$ cat src/common/pixel_pkg.sv
/*
 * Pixel, tile row, color write and sync types of the video path.
 * Color codes are inverted, as on the board: all ones is black.
 * Playfield pixels always use color entries 4 to 7, since there are
 * no motion objects in this path.
 */
package pixel_pkg;

   // 2-bit code, {plane1, plane0}
   typedef logic [1:0] pix_code_t;

   // inverted color code as stored in the color ram
   typedef logic [3:0] rgbi_t;

   // bbb_ggg_rrr
   typedef logic [8:0] rgb9_t;

   // one 8-pixel row of both bitplanes, msb is the leftmost pixel
   typedef struct packed {
      logic [7:0] plane1;
      logic [7:0] plane0;
      logic       mirror;
   } tile_row_t;

   // processor write into the color ram
   typedef struct packed {
      logic       we;
      logic [3:0] addr;
      rgbi_t      data;
   } color_wr_t;

   typedef struct packed {
      logic hsync;
      logic vsync;
      logic hblank;
      logic vblank;
   } sync_t;

   // rgbi to bbb_ggg_rrr, bit 3 selects the full blue level
   localparam rgb9_t PALETTE [16] = '{
      9'b100_111_111, 9'b100_111_000, 9'b100_000_111, 9'b100_000_000,
      9'b000_100_111, 9'b000_100_000, 9'b000_000_111, 9'b000_000_000,
      9'b111_111_111, 9'b111_111_000, 9'b111_000_111, 9'b111_000_000,
      9'b000_111_111, 9'b000_111_000, 9'b000_000_111, 9'b000_000_000
   };

   // maps to black through PALETTE
   localparam rgbi_t BLANK_CODE = 4'b1111;

   // first color entry of the playfield
   localparam logic [3:0] PF_COLOR_BASE = 4'd4;

endpackage

$ cat src/common/video_timing_pkg.sv
/*
 * Line and frame timing of the video path, all counted in s_6mhz cycles.
 * The visible area starts at count 0 on both axes, and blanking follows it.
 * Sync windows are end exclusive.
 * PIPE_DELAY must match the register stages from row load to rgb_o.
 */
package video_timing_pkg;

   // horizontal, in pixel clocks
   localparam int H_TOTAL = 384;
   localparam int H_VISIBLE = 256;
   // hsync sits in the middle of hblank
   localparam int H_SYNC_START = 288;
   localparam int H_SYNC_END = 320;

   // vertical, in lines
   localparam int V_TOTAL = 256;
   localparam int V_VISIBLE = 240;
   localparam int V_SYNC_START = 244;
   localparam int V_SYNC_END = 248;

   // one tile row is 8 pixels, so a row is requested every 8 clocks
   localparam int ROW_PIXELS = 8;

   // shifter, color ram read and output register
   localparam int PIPE_DELAY = 3;

   // counter widths, wide enough for H_TOTAL-1 and V_TOTAL-1
   localparam int H_BITS = 9;
   localparam int V_BITS = 8;

endpackage
$ cat src/hdl/centipede_video.sv
/*
 * Video output path of the arcade board, on the s_6mhz pixel clock.
 * Tile rows come from outside, one per row_req_o, valid in that cycle.
 * The color index is always PF_COLOR_BASE plus the pixel code.
 * rgb_o and sync_o trail the internal counts by PIPE_DELAY cycles.
 */
module centipede_video (
   input  logic                 s_6mhz,
   input  logic                 reset,
   input  pixel_pkg::color_wr_t color_wr_i,
   input  pixel_pkg::tile_row_t tile_row_i,
   output logic                 row_req_o,
   output pixel_pkg::rgb9_t     rgb_o,
   output pixel_pkg::sync_t     sync_o
);

   pixel_pkg::sync_t     raw_sync;
   logic                 row_load;
   pixel_pkg::pix_code_t pixel;
   pixel_pkg::rgbi_t     color;

   // counters, sync windows and row strobe
   sync_gen u_sync_gen (
      .s_6mhz     (s_6mhz),
      .reset      (reset),
      .raw_sync_o (raw_sync),
      .row_load_o (row_load)
   );

   // the row strobe doubles as the request to the row source
   assign row_req_o = row_load;

   playfield_shifter u_playfield_shifter (
      .s_6mhz     (s_6mhz),
      .reset      (reset),
      .row_load_i (row_load),
      .tile_row_i (tile_row_i),
      .pixel_o    (pixel)
   );

   color_ram u_color_ram (
      .s_6mhz     (s_6mhz),
      .reset      (reset),
      .color_wr_i (color_wr_i),
      .pixel_i    (pixel),
      .color_o    (color)
   );

   video_out u_video_out (
      .s_6mhz     (s_6mhz),
      .reset      (reset),
      .raw_sync_i (raw_sync),
      .color_i    (color),
      .rgb_o      (rgb_o),
      .sync_o     (sync_o)
   );

endmodule

$ cat src/hdl/video_out.sv
/*
 * Output stage: sync delay line, blanking and palette lookup.
 * raw_sync_i must lead color_i by PIPE_DELAY-1 cycles, as it does
 * from sync_gen through the shifter and the color ram.
 * rgb_o and sync_o are both registered on the same edge.
 */
module video_out (
   input  logic              s_6mhz,
   input  logic              reset,
   input  pixel_pkg::sync_t  raw_sync_i,
   input  pixel_pkg::rgbi_t  color_i,
   output pixel_pkg::rgb9_t  rgb_o,
   output pixel_pkg::sync_t  sync_o
);

   pixel_pkg::sync_t sync_pipe [video_timing_pkg::PIPE_DELAY];
   pixel_pkg::sync_t sync_align;
   pixel_pkg::rgbi_t out_code;

   // sync at the same point as color_i
   assign sync_align = sync_pipe[video_timing_pkg::PIPE_DELAY-2];

   // no picture outside the visible area
   assign out_code = (sync_align.hblank || sync_align.vblank) ?
                     pixel_pkg::BLANK_CODE : color_i;

   always_ff @(posedge s_6mhz or posedge reset)
   begin
      if (reset)
      begin
         for (int i = 0; i < video_timing_pkg::PIPE_DELAY; i++)
         begin
            sync_pipe[i] <= '0;
         end
      end
      else
      begin
         sync_pipe[0] <= raw_sync_i;
         for (int i = 1; i < video_timing_pkg::PIPE_DELAY; i++)
         begin
            sync_pipe[i] <= sync_pipe[i-1];
         end
      end
   end

   // registered color lookup
   always_ff @(posedge s_6mhz or posedge reset)
   begin
      if (reset)
         rgb_o <= pixel_pkg::PALETTE[pixel_pkg::BLANK_CODE];
      else
         rgb_o <= pixel_pkg::PALETTE[out_code];
   end

   // last stage of the delay line lines up with rgb_o
   assign sync_o = sync_pipe[video_timing_pkg::PIPE_DELAY-1];

endmodule

$ cat src/playfield/color_ram.sv
/*
 * 16x4 color ram, write port from the processor side.
 * A write on one edge is seen by the pixel read on the next edge.
 * Only entries PF_COLOR_BASE to PF_COLOR_BASE+3 are read here.
 * All entries come out of reset as BLANK_CODE, which is black.
 */
module color_ram (
   input  logic                 s_6mhz,
   input  logic                 reset,
   input  pixel_pkg::color_wr_t color_wr_i,
   input  pixel_pkg::pix_code_t pixel_i,
   output pixel_pkg::rgbi_t     color_o
);

   pixel_pkg::rgbi_t mem [16];
   logic [3:0]       rd_addr;

   // playfield colors sit at base plus the 2-bit code
   assign rd_addr = pixel_pkg::PF_COLOR_BASE + {2'b00, pixel_i};

   always_ff @(posedge s_6mhz or posedge reset)
   begin
      if (reset)
      begin
         for (int i = 0; i < 16; i++)
         begin
            mem[i] <= pixel_pkg::BLANK_CODE;
         end
         color_o <= pixel_pkg::BLANK_CODE;
      end
      else
      begin
         if (color_wr_i.we)
            mem[color_wr_i.addr] <= color_wr_i.data;
         // read before write, same edge returns the old entry
         color_o <= mem[rd_addr];
      end
   end

endmodule

$ cat src/playfield/playfield_shifter.sv
/*
 * Playfield pixel shifter for two bitplanes.
 * The row on tile_row_i must be valid in the cycle row_load_i is high,
 * since there is no hold or back-pressure.
 * Pixel k of a row leaves pixel_o after edge load+1+k.
 * Between rows zeros shift in, which gives pixel code 0.
 */
module playfield_shifter (
   input  logic                 s_6mhz,
   input  logic                 reset,
   input  logic                 row_load_i,
   input  pixel_pkg::tile_row_t tile_row_i,
   output pixel_pkg::pix_code_t pixel_o
);

   logic [video_timing_pkg::ROW_PIXELS-1:0] shift1;
   logic [video_timing_pkg::ROW_PIXELS-1:0] shift0;
   logic [video_timing_pkg::ROW_PIXELS-1:0] plane1_rev;
   logic [video_timing_pkg::ROW_PIXELS-1:0] plane0_rev;

   // bit reversed planes for mirrored tiles
   assign plane1_rev = {<<{tile_row_i.plane1}};
   assign plane0_rev = {<<{tile_row_i.plane0}};

   always_ff @(posedge s_6mhz or posedge reset)
   begin
      if (reset)
      begin
         shift1  <= '0;
         shift0  <= '0;
         pixel_o <= '0;
      end
      else
      begin
         // msb of both planes is the current pixel
         pixel_o <= {shift1[video_timing_pkg::ROW_PIXELS-1],
                     shift0[video_timing_pkg::ROW_PIXELS-1]};
         if (row_load_i)
         begin
            if (tile_row_i.mirror)
            begin
               shift1 <= plane1_rev;
               shift0 <= plane0_rev;
            end
            else
            begin
               shift1 <= tile_row_i.plane1;
               shift0 <= tile_row_i.plane0;
            end
         end
         else
         begin
            shift1 <= {shift1[video_timing_pkg::ROW_PIXELS-2:0], 1'b0};
            shift0 <= {shift0[video_timing_pkg::ROW_PIXELS-2:0], 1'b0};
         end
      end
   end

endmodule

$ cat src/hdl/sync_gen.sv
/*
 * Sync generator for the video path.
 * raw_sync_o is decoded from the current counts without a register,
 * so it leads the pixels at rgb_o by PIPE_DELAY cycles.
 * row_load_o fires one cycle before each visible group of 8 pixels.
 */
module sync_gen (
   input  logic              s_6mhz,
   input  logic              reset,
   output pixel_pkg::sync_t  raw_sync_o,
   output logic              row_load_o
);

   logic [video_timing_pkg::H_BITS-1:0] h_count;
   logic [video_timing_pkg::V_BITS-1:0] v_count;
   logic [video_timing_pkg::V_BITS-1:0] v_next;
   logic                                h_last;
   logic                                group_end;

   // last pixel clock of the line
   assign h_last = (h_count == video_timing_pkg::H_TOTAL - 1);

   // line number that follows the current one
   assign v_next = (v_count == video_timing_pkg::V_TOTAL - 1) ? '0 : v_count + 1'b1;

   always_ff @(posedge s_6mhz or posedge reset)
   begin
      if (reset)
      begin
         h_count <= '0;
         v_count <= '0;
      end
      else
      begin
         if (h_last)
         begin
            h_count <= '0;
            // line counter only steps at the end of a line
            v_count <= v_next;
         end
         else
         begin
            h_count <= h_count + 1'b1;
         end
      end
   end

   // sync and blank windows
   always_comb
   begin
      raw_sync_o.hblank = (h_count >= video_timing_pkg::H_VISIBLE);
      raw_sync_o.vblank = (v_count >= video_timing_pkg::V_VISIBLE);
      raw_sync_o.hsync  = (h_count >= video_timing_pkg::H_SYNC_START) &&
                          (h_count < video_timing_pkg::H_SYNC_END);
      raw_sync_o.vsync  = (v_count >= video_timing_pkg::V_SYNC_START) &&
                          (v_count < video_timing_pkg::V_SYNC_END);
   end

   // count 7 of each 8-pixel group
   assign group_end = ((h_count % video_timing_pkg::ROW_PIXELS) ==
                       video_timing_pkg::ROW_PIXELS - 1);

   // load only when the next pixel is visible
   // inside the line this covers counts 7 to 247
   // the last count of the line loads the first group of the next line
   always_comb
   begin
      if (h_last)
         row_load_o = (v_next < video_timing_pkg::V_VISIBLE);
      else
         row_load_o = group_end &&
                      (h_count < video_timing_pkg::H_VISIBLE - 1) &&
                      (v_count < video_timing_pkg::V_VISIBLE);
   end

endmodule

$ cat config.mk
export PLATFORM = sky130hd
export DESIGN_NAME = centipede_video
export DESIGN_NICKNAME = d
export VERILOG_FILES = /design/src/common/pixel_pkg.sv /design/src/common/video_timing_pkg.sv /design/src/hdl/centipede_video.sv /design/src/hdl/video_out.sv /design/src/playfield/color_ram.sv /design/src/playfield/playfield_shifter.sv /design/src/hdl/sync_gen.sv
export SDC_FILE = /design/constraint.sdc
export NUM_CORES = 1
export LEC_CHECK = 0
export BUFFER_PORTS_ARGS = -buffer_cell sky130_fd_sc_hd__buf_2
export CAP_MARGIN = 20
export CORE_MARGIN = 2
export CORE_UTILIZATION = 50
export CTS_BUF_LIST = sky130_fd_sc_hd__clkbuf_8 sky130_fd_sc_hd__clkbuf_16
export DETAILED_ROUTE_END_ITERATION = 10
export PLACE_DENSITY = 0.82
export SLEW_MARGIN = 5
export SYNTH_ARGS = -nofsm -noshare
export SYNTH_HDL_FRONTEND = slang
export SYNTH_HIERARCHICAL = 1
export SYNTH_SLANG_ARGS = --single-unit
$ cat constraint.sdc
create_clock -name s_6mhz -period 2.3 [get_ports s_6mhz]
set_clock_uncertainty 0.05 [all_clocks]
set_input_delay 0.46 -clock s_6mhz [delete_from_list [all_inputs] [get_ports s_6mhz]]
set_output_delay 0.46 -clock s_6mhz [all_outputs]
set_load 0.01 [all_outputs]
==> flow_summary.ini, run 1 <==
[sta]
max_freq_mhz = 444
hold_ws_ns = 0.176
share_of_the_cycle_needed_by_the_critical_path_after_routing_pct = 98.0
timing.final.setup_violations = 0
timing_max_transition_violations_final = 0
min_period_ns = 2.25
relSlewSlack_pct = 53.7
worst_pin_slew_ns = 0.694
grt_setup_unrepaired = true
finalHoldViolations = 0

[floorplan]
core_area_um2 = 5990
fp-row-count = 28
chipWidth_um = 83.4
start_util_pct = 52.6
io_pins = 42
dieHeight_um = 83.4
floorplan.die_area_um2 = 6950

[layout]
layout.nets = 327
layout-drive-gt1-share_pct = 41.1
layout.core_utilization_pct = 60.4
fillCellCount = 464
num_antenna_cells = 0
areaGrowthSynthToFinish_pct = 14.9

[pwr]
total_power_uw = 2730
power.ir.vdd_worst_mv = 0.636
power_density_nw_per_um2 = 753
p_leak_uw = 0.00170

[clock_network]
cts_hold_buf = 0
cts.path.max_buffers = 2
deepest_level_of_the_cts_h_tree = 3
clkLatencyLatePin_ns = 0.34
worst_setup_hold_path_clk_slew_ns = 0.07
cts_tree = yes
cts_made_buffers = 9
clock_sink_count = 72
clock-root-buffer = clkbuf_8

[logic_synthesis]
postSynthNetCount = 282
post_synth_fa_ha_maj_area_fraction_pct = 1.99
synth_edf_count = 0
avgSynthCellArea_um2 = 12.6
synthArstFlopShare_pct = 100
postSynth.topFlopCell = dfrtp_1
yosysSeqAreaShare_pct = 58.0
synth.area.top_cells = dfrtp_1, dfstp_2, mux2i_1
synth.mux.area_fraction_pct = 14.1
post_synth_num_cell_types = 46
synth_top_family_by_area = multiplexers
synthCells = 249
synth-compound-area-share_pct = 5.64
netlist_top_cells_count = dfrtp_1, dfstp_2, a21oi_1, nor2_1, mux2i_1
synth_most_common_cell = dfrtp_1
yosysWarningCount = 6
area_share_of_the_largest_cell_type_after_synthesis_pct = 41.3
ys_ff_latch = 72
yosysTopAreaCell = dfrtp_1
yosys.area_share.simple_pct = 13.0
synth_xor_area_share_pct = 2.22
synth_area_um2 = 3150

[status]
run_status = finished clean

[routing]
drtAntennaViolNets = 0
detail_route.drc_violations = 0
drt-vias-per-instance = 5.39
dr.pass1.iters = 4
post_drt_wl_per_cell_um = 14.3
drt_iter0_markers = 63
dr_vias = 2017
drt_wl_total_mm = 5.33

[critical_path]
crit_path_end_kind = primary output
worst_ep_required_time_ns = 1.79
critPathLaunchType = flop
crit_type = flop to primary output
cp.arrival_ns = 1.74
worst-path-max-fanout = 5

[grt]
grt_util_all_layers_pct = 16.3
grt_overflow = 0
grt_antenna_before_repair = 0
grt_first_pass_wirelength_mm = 8.93
grt_max_degree = 31
grt_pass1_vias = 1943

[placement]
place.gp.congestion = 0.866
hpwlAfterDp_mm = 3.70
placement.io_buffers = 41

[worst_hold_path]
hold_class = primary input to asynchronous set/reset pin

[flow_run]
drv.max_cap_violation_count = 0
[repair_timing]
| item | in CTS | in global routing |
|---|---|---|
| endpoints found under the setup margin | 1 | 1 |
| gates resized for setup | 4 | 5 |
| buffers inserted | 1 | 5 |
| pin swaps | 1 | 5 |
[layout make-up]
class | count | area, um2 | area share (%)
Clock inverter | 6 | 42.5 | 1.18
Sequential cell | 72 | 1830 | 50.5
Tap cell | 75 | 93.8 | 2.59
Timing Repair Buffer | 49 | 265 | 7.33
Multi-Input combinational cell | 150 | 1210 | 33.3
Inverter | 12 | 45.0 | 1.24
Clock buffer | 10 | 138 | 3.80
[flip-flops by register name, summed over array words and instances (netlist names)]
signal	flops
u_color_ram/mem	16
u_sync_gen/h_count	9
u_playfield_shifter/shift0	8
u_playfield_shifter/shift1	8
u_sync_gen/v_count	8
u_video_out/rgb_o	5
u_color_ram/color_o	4
u_video_out/sync_align	4
u_video_out/sync_o	4
u_video_out/sync_pipe	4
u_playfield_shifter/pixel_o	2
[critical path, stage by stage, from the launching register on]
cell and delay, ns:
dfrtp_1 0.45, ha_4 0.20, nand3_4 0.09, nor3_4 0.25, o2111a_1 0.22, a21oi_2 0.06
buf_2 0.14
[worst paths after layout]
path / startpoint / to / slack [ns] / cells after the start
hold / removal: reset / u_video_out/rgb_o[4]$_DFF_PP0_ / 0.18 / 2
setup / recovery: u_sync_gen/h_count[0]$_DFF_PP0_ / row_req_o / 0.05 / 6
min in group s_6mhz: u_video_out/sync_pipe[9]$_DFF_PP0_ / u_video_out/sync_align[1]$_DFF_PP0_ / 0.30 / 0
setup reg to reg: u_sync_gen/h_count[0]$_DFF_PP0_ / u_sync_gen/v_count[3]$_DFFE_PP0N_ / 0.26 / 7
hold reg to reg: u_video_out/sync_pipe[9]$_DFF_PP0_ / u_video_out/sync_align[1]$_DFF_PP0_ / 0.30 / 0
max in group asynchronous: reset / u_sync_gen/v_count[2]$_DFFE_PP0N_ / 1.55 / 2
[report_power, final]
| part | total, uW | leakage [uW] | internal [uW] | switching (uW) |
|---|---|---|---|---|
| Sequential | 1530 | 0.000869 | 1460 | 64.4 |
| Clock | 882 | 0.0000887 | 422 | 460 |
| Combinational | 317 | 0.000740 | 174 | 143 |
[placed cells by master, fill, tap and decap left out, types with 3 or more instances in the layout]
cell,instances
a21oi_1,17
buf_2,41
buf_4,8
clkbuf_8,10
dfrtp_1,50
dfstp_2,20
ha_1,4
inv_1,12
mux2_2,12
mux2_4,4
mux2i_1,16
mux4_2,4
nand2_1,9
nand3_1,8
nand4_1,4
nor2_1,18
nor2b_1,3
nor3_1,5
o21ai_0,5
xnor2_1,6
[metal layers]
layer / wire (um) / vias to the layer above / track usage, %
li1: - / 948 / -
met1: 2260 / 1001 / 20.2
met2: 2730 / 60 / 26.8
met3: 282 / 8 / 6.16
met4: 57 / 0 / 4.47
met5: 0 / - / 0
[logic make-up after synthesis]
kind of cell | count (synthesis)
multiplexers | 36
AND/OR/NAND/NOR | 70
XOR/XNOR | 8
buffers and inverters | 27
AO/OA/AOI/OAI | 31
flip-flops | 72
adder cells (fa/ha/maj) | 5
[per-stage QoR]
step | TNS, ns | setup WS (ns) | cell area [um2] | std cells
5_1_grt | -0.0885 | -0.0885 | 3620 | 374
6_report | 0 | 0.0453 | 3620 | 374
3_5_place_dp | 0 | 0.296 | 3350 | 352
2_1_floorplan | 0 | 0.239 | 3150 | 249
3_3_place_gp | 0 | 0.366 | 3350 | 352
4_1_cts | 0 | 0.0158 | 3560 | 369
Power figures use the tool's default switching activity.
==> run 2, diff against run 1 <==
--- a/config.mk
+++ b/config.mk
@@ -12,6 +12,7 @@
 export CTS_BUF_LIST = sky130_fd_sc_hd__clkbuf_8 sky130_fd_sc_hd__clkbuf_16
 export DETAILED_ROUTE_END_ITERATION = 10
 export PLACE_DENSITY = 0.82
+export RECOVER_POWER = 50
 export SLEW_MARGIN = 5
 export SYNTH_ARGS = -nofsm -noshare
 export SYNTH_HDL_FRONTEND = slang
==> run 2 against run 1 <==
Against the previous run:
- sequential share of layout area rose by 0.087 points
- hold slack better by 0.010 ns
- sequential power barely moved
- first-iteration DRC count grew 4.8%
- final cell count stayed put
- wire length up 0.11%
- clock-buffer cell count stayed put
- flip-flop and latch count is the same
==> flow_summary.ini, run 2 (synthesized netlist as in run 1, its figures left out) <==
[status]
run_status = finished clean

[clock_network]
cts_made_buffers = 9
worst_setup_hold_path_clk_slew_ns = 0.07
cts.path.max_buffers = 2
clock_sink_count = 72
clock-root-buffer = clkbuf_8
clkLatencyLatePin_ns = 0.34
cts_tree = yes
deepest_level_of_the_cts_h_tree = 3
cts_hold_buf = 0

[grt]
grt_antenna_before_repair = 0
grt_pass1_vias = 1943
grt_max_degree = 31
grt_overflow = 0
grt_first_pass_wirelength_mm = 8.93
grt_util_all_layers_pct = 16.3

[worst_hold_path]
hold_class = primary input to asynchronous set/reset pin

[sta]
relSlewSlack_pct = 53.7
finalHoldViolations = 0
min_period_ns = 2.25
grt_setup_unrepaired = true
share_of_the_cycle_needed_by_the_critical_path_after_routing_pct = 98.0
max_freq_mhz = 444
worst_pin_slew_ns = 0.694
timing.final.setup_violations = 0
hold_ws_ns = 0.187
timing_max_transition_violations_final = 0

[critical_path]
cp.arrival_ns = 1.74
cpLargestDelayFamily = flip-flops
cp_num_buf_inv = 1
critPathLaunchType = flop
crit_path_end_kind = primary output
worst-path-max-fanout = 5
critPathSlowestCell = dfrtp_1
crit_type = flop to primary output
cp_cell_sequence = ha_4, nand3_4, nor3_4, o2111a_1, a21oi_2, buf_2
max_stage_delay_ns = 0.45
worst_ep_required_time_ns = 1.79

[floorplan]
fp-row-count = 28
core_area_um2 = 5990
chipWidth_um = 83.4
dieHeight_um = 83.4
start_util_pct = 52.6
io_pins = 42
floorplan.die_area_um2 = 6950

[layout]
layout.nets = 327
final_common_cell = dfrtp_1
num_antenna_cells = 0
finalInstanceArea_um2 = 3610
fillCellCount = 465
largest_reg_flops = 16
largestRegisters = u_color_ram/mem (16), u_sync_gen/h_count (9)
largest-register = u_color_ram/mem
layout-drive-gt1-share_pct = 40.5
areaGrowthSynthToFinish_pct = 14.7
layout_common_cells = dfrtp_1, buf_2, dfstp_2, nor2_1, a21oi_1

[routing]
dr.pass1.iters = 4
detail_route.drc_violations = 0
drt_iter0_markers = 66
drt-vias-per-instance = 5.39
drt_wl_total_mm = 5.34
drtAntennaViolNets = 0
dr_vias = 2017
post_drt_wl_per_cell_um = 14.3

[pwr]
power_density_nw_per_um2 = 754
total_power_uw = 2720
p_leak_uw = 0.00169
power.ir.vdd_worst_mv = 0.636

[placement]
placed_cell_area_um2 = 3350
placement.io_buffers = 41
place.gp.congestion = 0.866
hpwlAfterDp_mm = 3.70

[flow_run]
drv.max_cap_violation_count = 0
run 2: worst paths after layout:
check | start | endpoint | slack, ns | cells after the start
worst max-delay path | u_sync_gen/h_count[0]$_DFF_PP0_ | row_req_o | 0.05 | 6
worst min-delay path | reset | u_video_out/rgb_o[4]$_DFF_PP0_ | 0.19 | 2
worst max register to register | u_sync_gen/h_count[0]$_DFF_PP0_ | u_sync_gen/v_count[3]$_DFFE_PP0N_ | 0.26 | 7
worst min register to register | u_video_out/sync_pipe[9]$_DFF_PP0_ | u_video_out/sync_align[1]$_DFF_PP0_ | 0.30 | 0
max in group asynchronous | reset | u_sync_gen/v_count[2]$_DFFE_PP0N_ | 1.55 | 2
min in group s_6mhz | u_video_out/sync_pipe[9]$_DFF_PP0_ | u_video_out/sync_align[1]$_DFF_PP0_ | 0.30 | 0
run 2: power breakdown:
group	internal (uW)	switching, uW	leakage (uW)	total [uW]
combinational	173	143	0.000735	316
clock	422	460	0.0000887	881
sequential	1460	63.7	0.000869	1530
total	2060	666	0.00169	2720
run 2: metrics by stage:
stage          setup TNS (ns)  utilization, %  setup WS, ns  std cells
2_1_floorplan               0               -         0.239        249
3_3_place_gp                0            56.0         0.366        352
3_5_place_dp                0            56.0         0.296        352
4_1_cts                     0            59.4        0.0158        369
5_1_grt               -0.0885            60.3       -0.0885        374
6_report                    0            60.3        0.0453        374
run 2: metal layers:
metal / up-vias / GRT usage, % / share of wire [%] / wire length, um
li1: 948 / - / - / -
met1: 1001 / 20.2 / 42 / 2260
met2: 60 / 26.8 / 51 / 2740
met3: 8 / 6.16 / 5.3 / 282
met4: 0 / 4.47 / 1.1 / 57
met5: - / 0 / 0 / 0
run 2: worst register-to-register path: cells and delay by family (launching register included):
kind                     cells  cell delay [ns]
adder cells (fa/ha/maj)      1             0.20
buffers and inverters        2             0.28
flip-flops                   1             0.45
AO/OA/AOI/OAI                1             0.08
AND/OR/NAND/NOR              3             0.91
run 2: final cells by class:
class	instances	area, um2	share of cell area [%]
well taps	75	93.8	2.60
multi-input cells	150	1200	33.2
inverters	12	45.0	1.25
clock inverters	6	42.5	1.18
clock buffers	10	138	3.81
flip-flops and latches	72	1830	50.6
repair buffers	49	264	7.31
run 2: timing repair:
item                                    in CTS  in global routing
resized for setup                            4                  5
buffers inserted                             1                  5
endpoints found under the setup margin       1                  1
pin swaps                                    1                  5
==> run 3, diff against run 2 <==
==> constraint.sdc (replaced) <==
create_clock -name s_6mhz -period 2.3 [get_ports s_6mhz]
set_clock_uncertainty 0.05 [all_clocks]
set_input_delay 0.115 -clock s_6mhz [delete_from_list [all_inputs] [get_ports s_6mhz]]
set_output_delay 0.115 -clock s_6mhz [all_outputs]
set_load 0.01 [all_outputs]
==> run 3 against run 2 <==
Against the previous run:
- critical path depth grew 2
- register-to-register slack improved by 0.04 ns
- flip-flop and latch count did not move
- final area grew 1.8%
- critical endpoint unchanged
- wire length grew 0.92%
==> flow_summary.ini, run 3 (synthesized netlist as in run 1, its figures left out) <==
[status]
run_status = finished clean

[sta]
max_freq_mhz = 453
timing_max_transition_violations_final = 0
finalHoldViolations = 0
setup_ws_ns = 0.0906
worst_pin_slew_ns = 0.715
min_period_ns = 2.21
timing.final.setup_violations = 0
final.setup.tns_ns = 0
hold_ws_ns = 0.0223
relSlewSlack_pct = 52.3
share_of_the_cycle_needed_by_the_critical_path_after_routing_pct = 96.1

[layout]
layout.nets = 335
fillCellCount = 475
areaGrowthSynthToFinish_pct = 16.8
largest-register = u_color_ram/mem
largestRegisters = u_color_ram/mem (16), u_sync_gen/h_count (9)
multiInputGateArea_um2 = 1150
largest_reg_flops = 16
layout-drive-gt1-share_pct = 33.9
regArea_um2 = 1830
final_common_cell = dfrtp_1
num_antenna_cells = 0
layout_common_cells = dfrtp_1, buf_2, dfstp_2, nor2_1, a21oi_1

[grt]
grt_max_degree = 32
grt_overflow = 0
grt_antenna_before_repair = 0
grt_first_pass_wirelength_mm = 8.64
grt_util_all_layers_pct = 16.1
grt_pass1_vias = 1937

[critical_path]
cp_num_buf_inv = 3
cp.arrival_ns = 2.04
max_stage_delay_ns = 0.42
worst_ep_required_time_ns = 2.13
critPathSlowestCell = dfrtp_1
crit_type = flop to primary output
worst-path-max-fanout = 16
critPathLaunchType = flop
crit_path_end_kind = primary output
cp_cell_sequence = ha_4, nand3_4, nor3_4, buf_4, o2111a_1, a21oi_2, buf_12, buf_2
cpLargestDelayFamily = buffers and inverters

[clock_network]
worst_setup_hold_path_clk_slew_ns = 0.08
clock_sink_count = 72
deepest_level_of_the_cts_h_tree = 3
cts_made_buffers = 9
clkLatencyLatePin_ns = 0.35
cts_tree = yes
cts.path.max_buffers = 2
clock-root-buffer = clkbuf_8

[floorplan]
dieHeight_um = 83.4
start_util_pct = 52.6
fp-row-count = 28
floorplan.die_area_um2 = 6950
io_pins = 42
core_area_um2 = 5990
chipWidth_um = 83.4

[pwr]
total_power_uw = 2750
power_density_nw_per_um2 = 747
power.ir.vdd_worst_mv = 0.521
p_leak_uw = 0.00170

[placement]
place.gp.congestion = 0.789
hpwlAfterDp_mm = 3.56
placement.io_buffers = 41
dp_slack_ns = 0.357

[routing]
post_drt_wl_per_cell_um = 14.1
dr_vias = 2011
drt_iter0_markers = 77
drt_wl_total_mm = 5.39
detail_route.drc_violations = 0
drtAntennaViolNets = 0
dr.pass1.iters = 4
drt-vias-per-instance = 5.26

[worst_hold_path]
hold_class = primary input to flop

[flow_run]
drv.max_cap_violation_count = 0
run 3: cell count changes in the layout (fill, tap and decap cells not counted), sizes merged:
cell,previous run,this run
buf,48,42
clkinv,3,1
clkinvlp,2,3
dlygate4sd3,0,8
inv,13,15
clkbuf,11,16
run 3: final cells by class:
cell class              count  share of cell area, %
flip-flops and latches     72                   49.7
clock inverters             7                   1.77
clock buffers               9                   3.37
well taps                  75                   2.55
multi-input cells         150                   31.3
inverters                  12                   1.22
repair buffers             57                   10.1
run 3: final timing paths:
| check | to | depth (start not counted) | slack [ns] | startpoint |
|---|---|---|---|---|
| setup reg to reg | u_playfield_shifter/shift0[0]$_DFF_PP0_ | 9 | 0.30 | u_sync_gen/h_count[1]$_DFF_PP0_ |
| hold / removal | u_playfield_shifter/shift1[0]$_DFF_PP0_ | 3 | 0.02 | tile_row_i[16] |
| hold reg to reg | u_video_out/sync_align[1]$_DFF_PP0_ | 0 | 0.30 | u_video_out/sync_pipe[9]$_DFF_PP0_ |
| setup / recovery | row_req_o | 8 | 0.09 | u_sync_gen/h_count[1]$_DFF_PP0_ |
| min in group asynchronous | u_video_out/sync_align[2]$_DFF_PP0_ | 3 | 0.37 | reset |
| max in group asynchronous | u_sync_gen/h_count[0]$_DFF_PP0_ | 3 | 1.33 | reset |
run 3: metal layers:
metal	vias to the layer above	routed length (um)	track usage, %
li1	962	-	-
met1	1001	2310	18.9
met2	44	2750	26.4
met3	4	265	7.26
met4	0	57	5.37
met5	-	0	0
run 3: worst reg2reg max path: cells and delay by family (launching register included):
family | cells | cell delay (ns)
DFF | 1 | 0.42
AOI/OAI and AO/OA | 2 | 0.28
buffers and inverters | 3 | 0.47
and+or+nand+nor | 3 | 0.51
adders and majority gates | 1 | 0.19
run 3: where the power goes:
| part | internal, uW | total [uW] | switching, uW |
|---|---|---|---|
| Clock | 410 | 915 | 505 |
| Combinational | 168 | 312 | 143 |
| Sequential | 1460 | 1520 | 59.5 |
| Total | 2040 | 2750 | 708 |
run 3: timing repair:
item / CTS / global route
gates cloned: 0 / 1
setup endpoints to repair: 1 / 1
hold endpoints to repair: 70 / 0
resized for setup: 2 / 5
hold buffers: 8 / 0
setup buffers: 0 / 5
pin swaps: 0 / 3
run 3: metrics by stage:
| stage | instances | instance area, um2 | utilization, % |
|---|---|---|---|
| after floorplan | 249 | 3150 | - |
| after global placement | 352 | 3370 | 56.2 |
| after detailed placement | 352 | 3370 | 56.2 |
| after CTS | 376 | 3650 | 60.9 |
| after global routing | 382 | 3680 | 61.4 |
| final | 382 | 3680 | 61.4 |
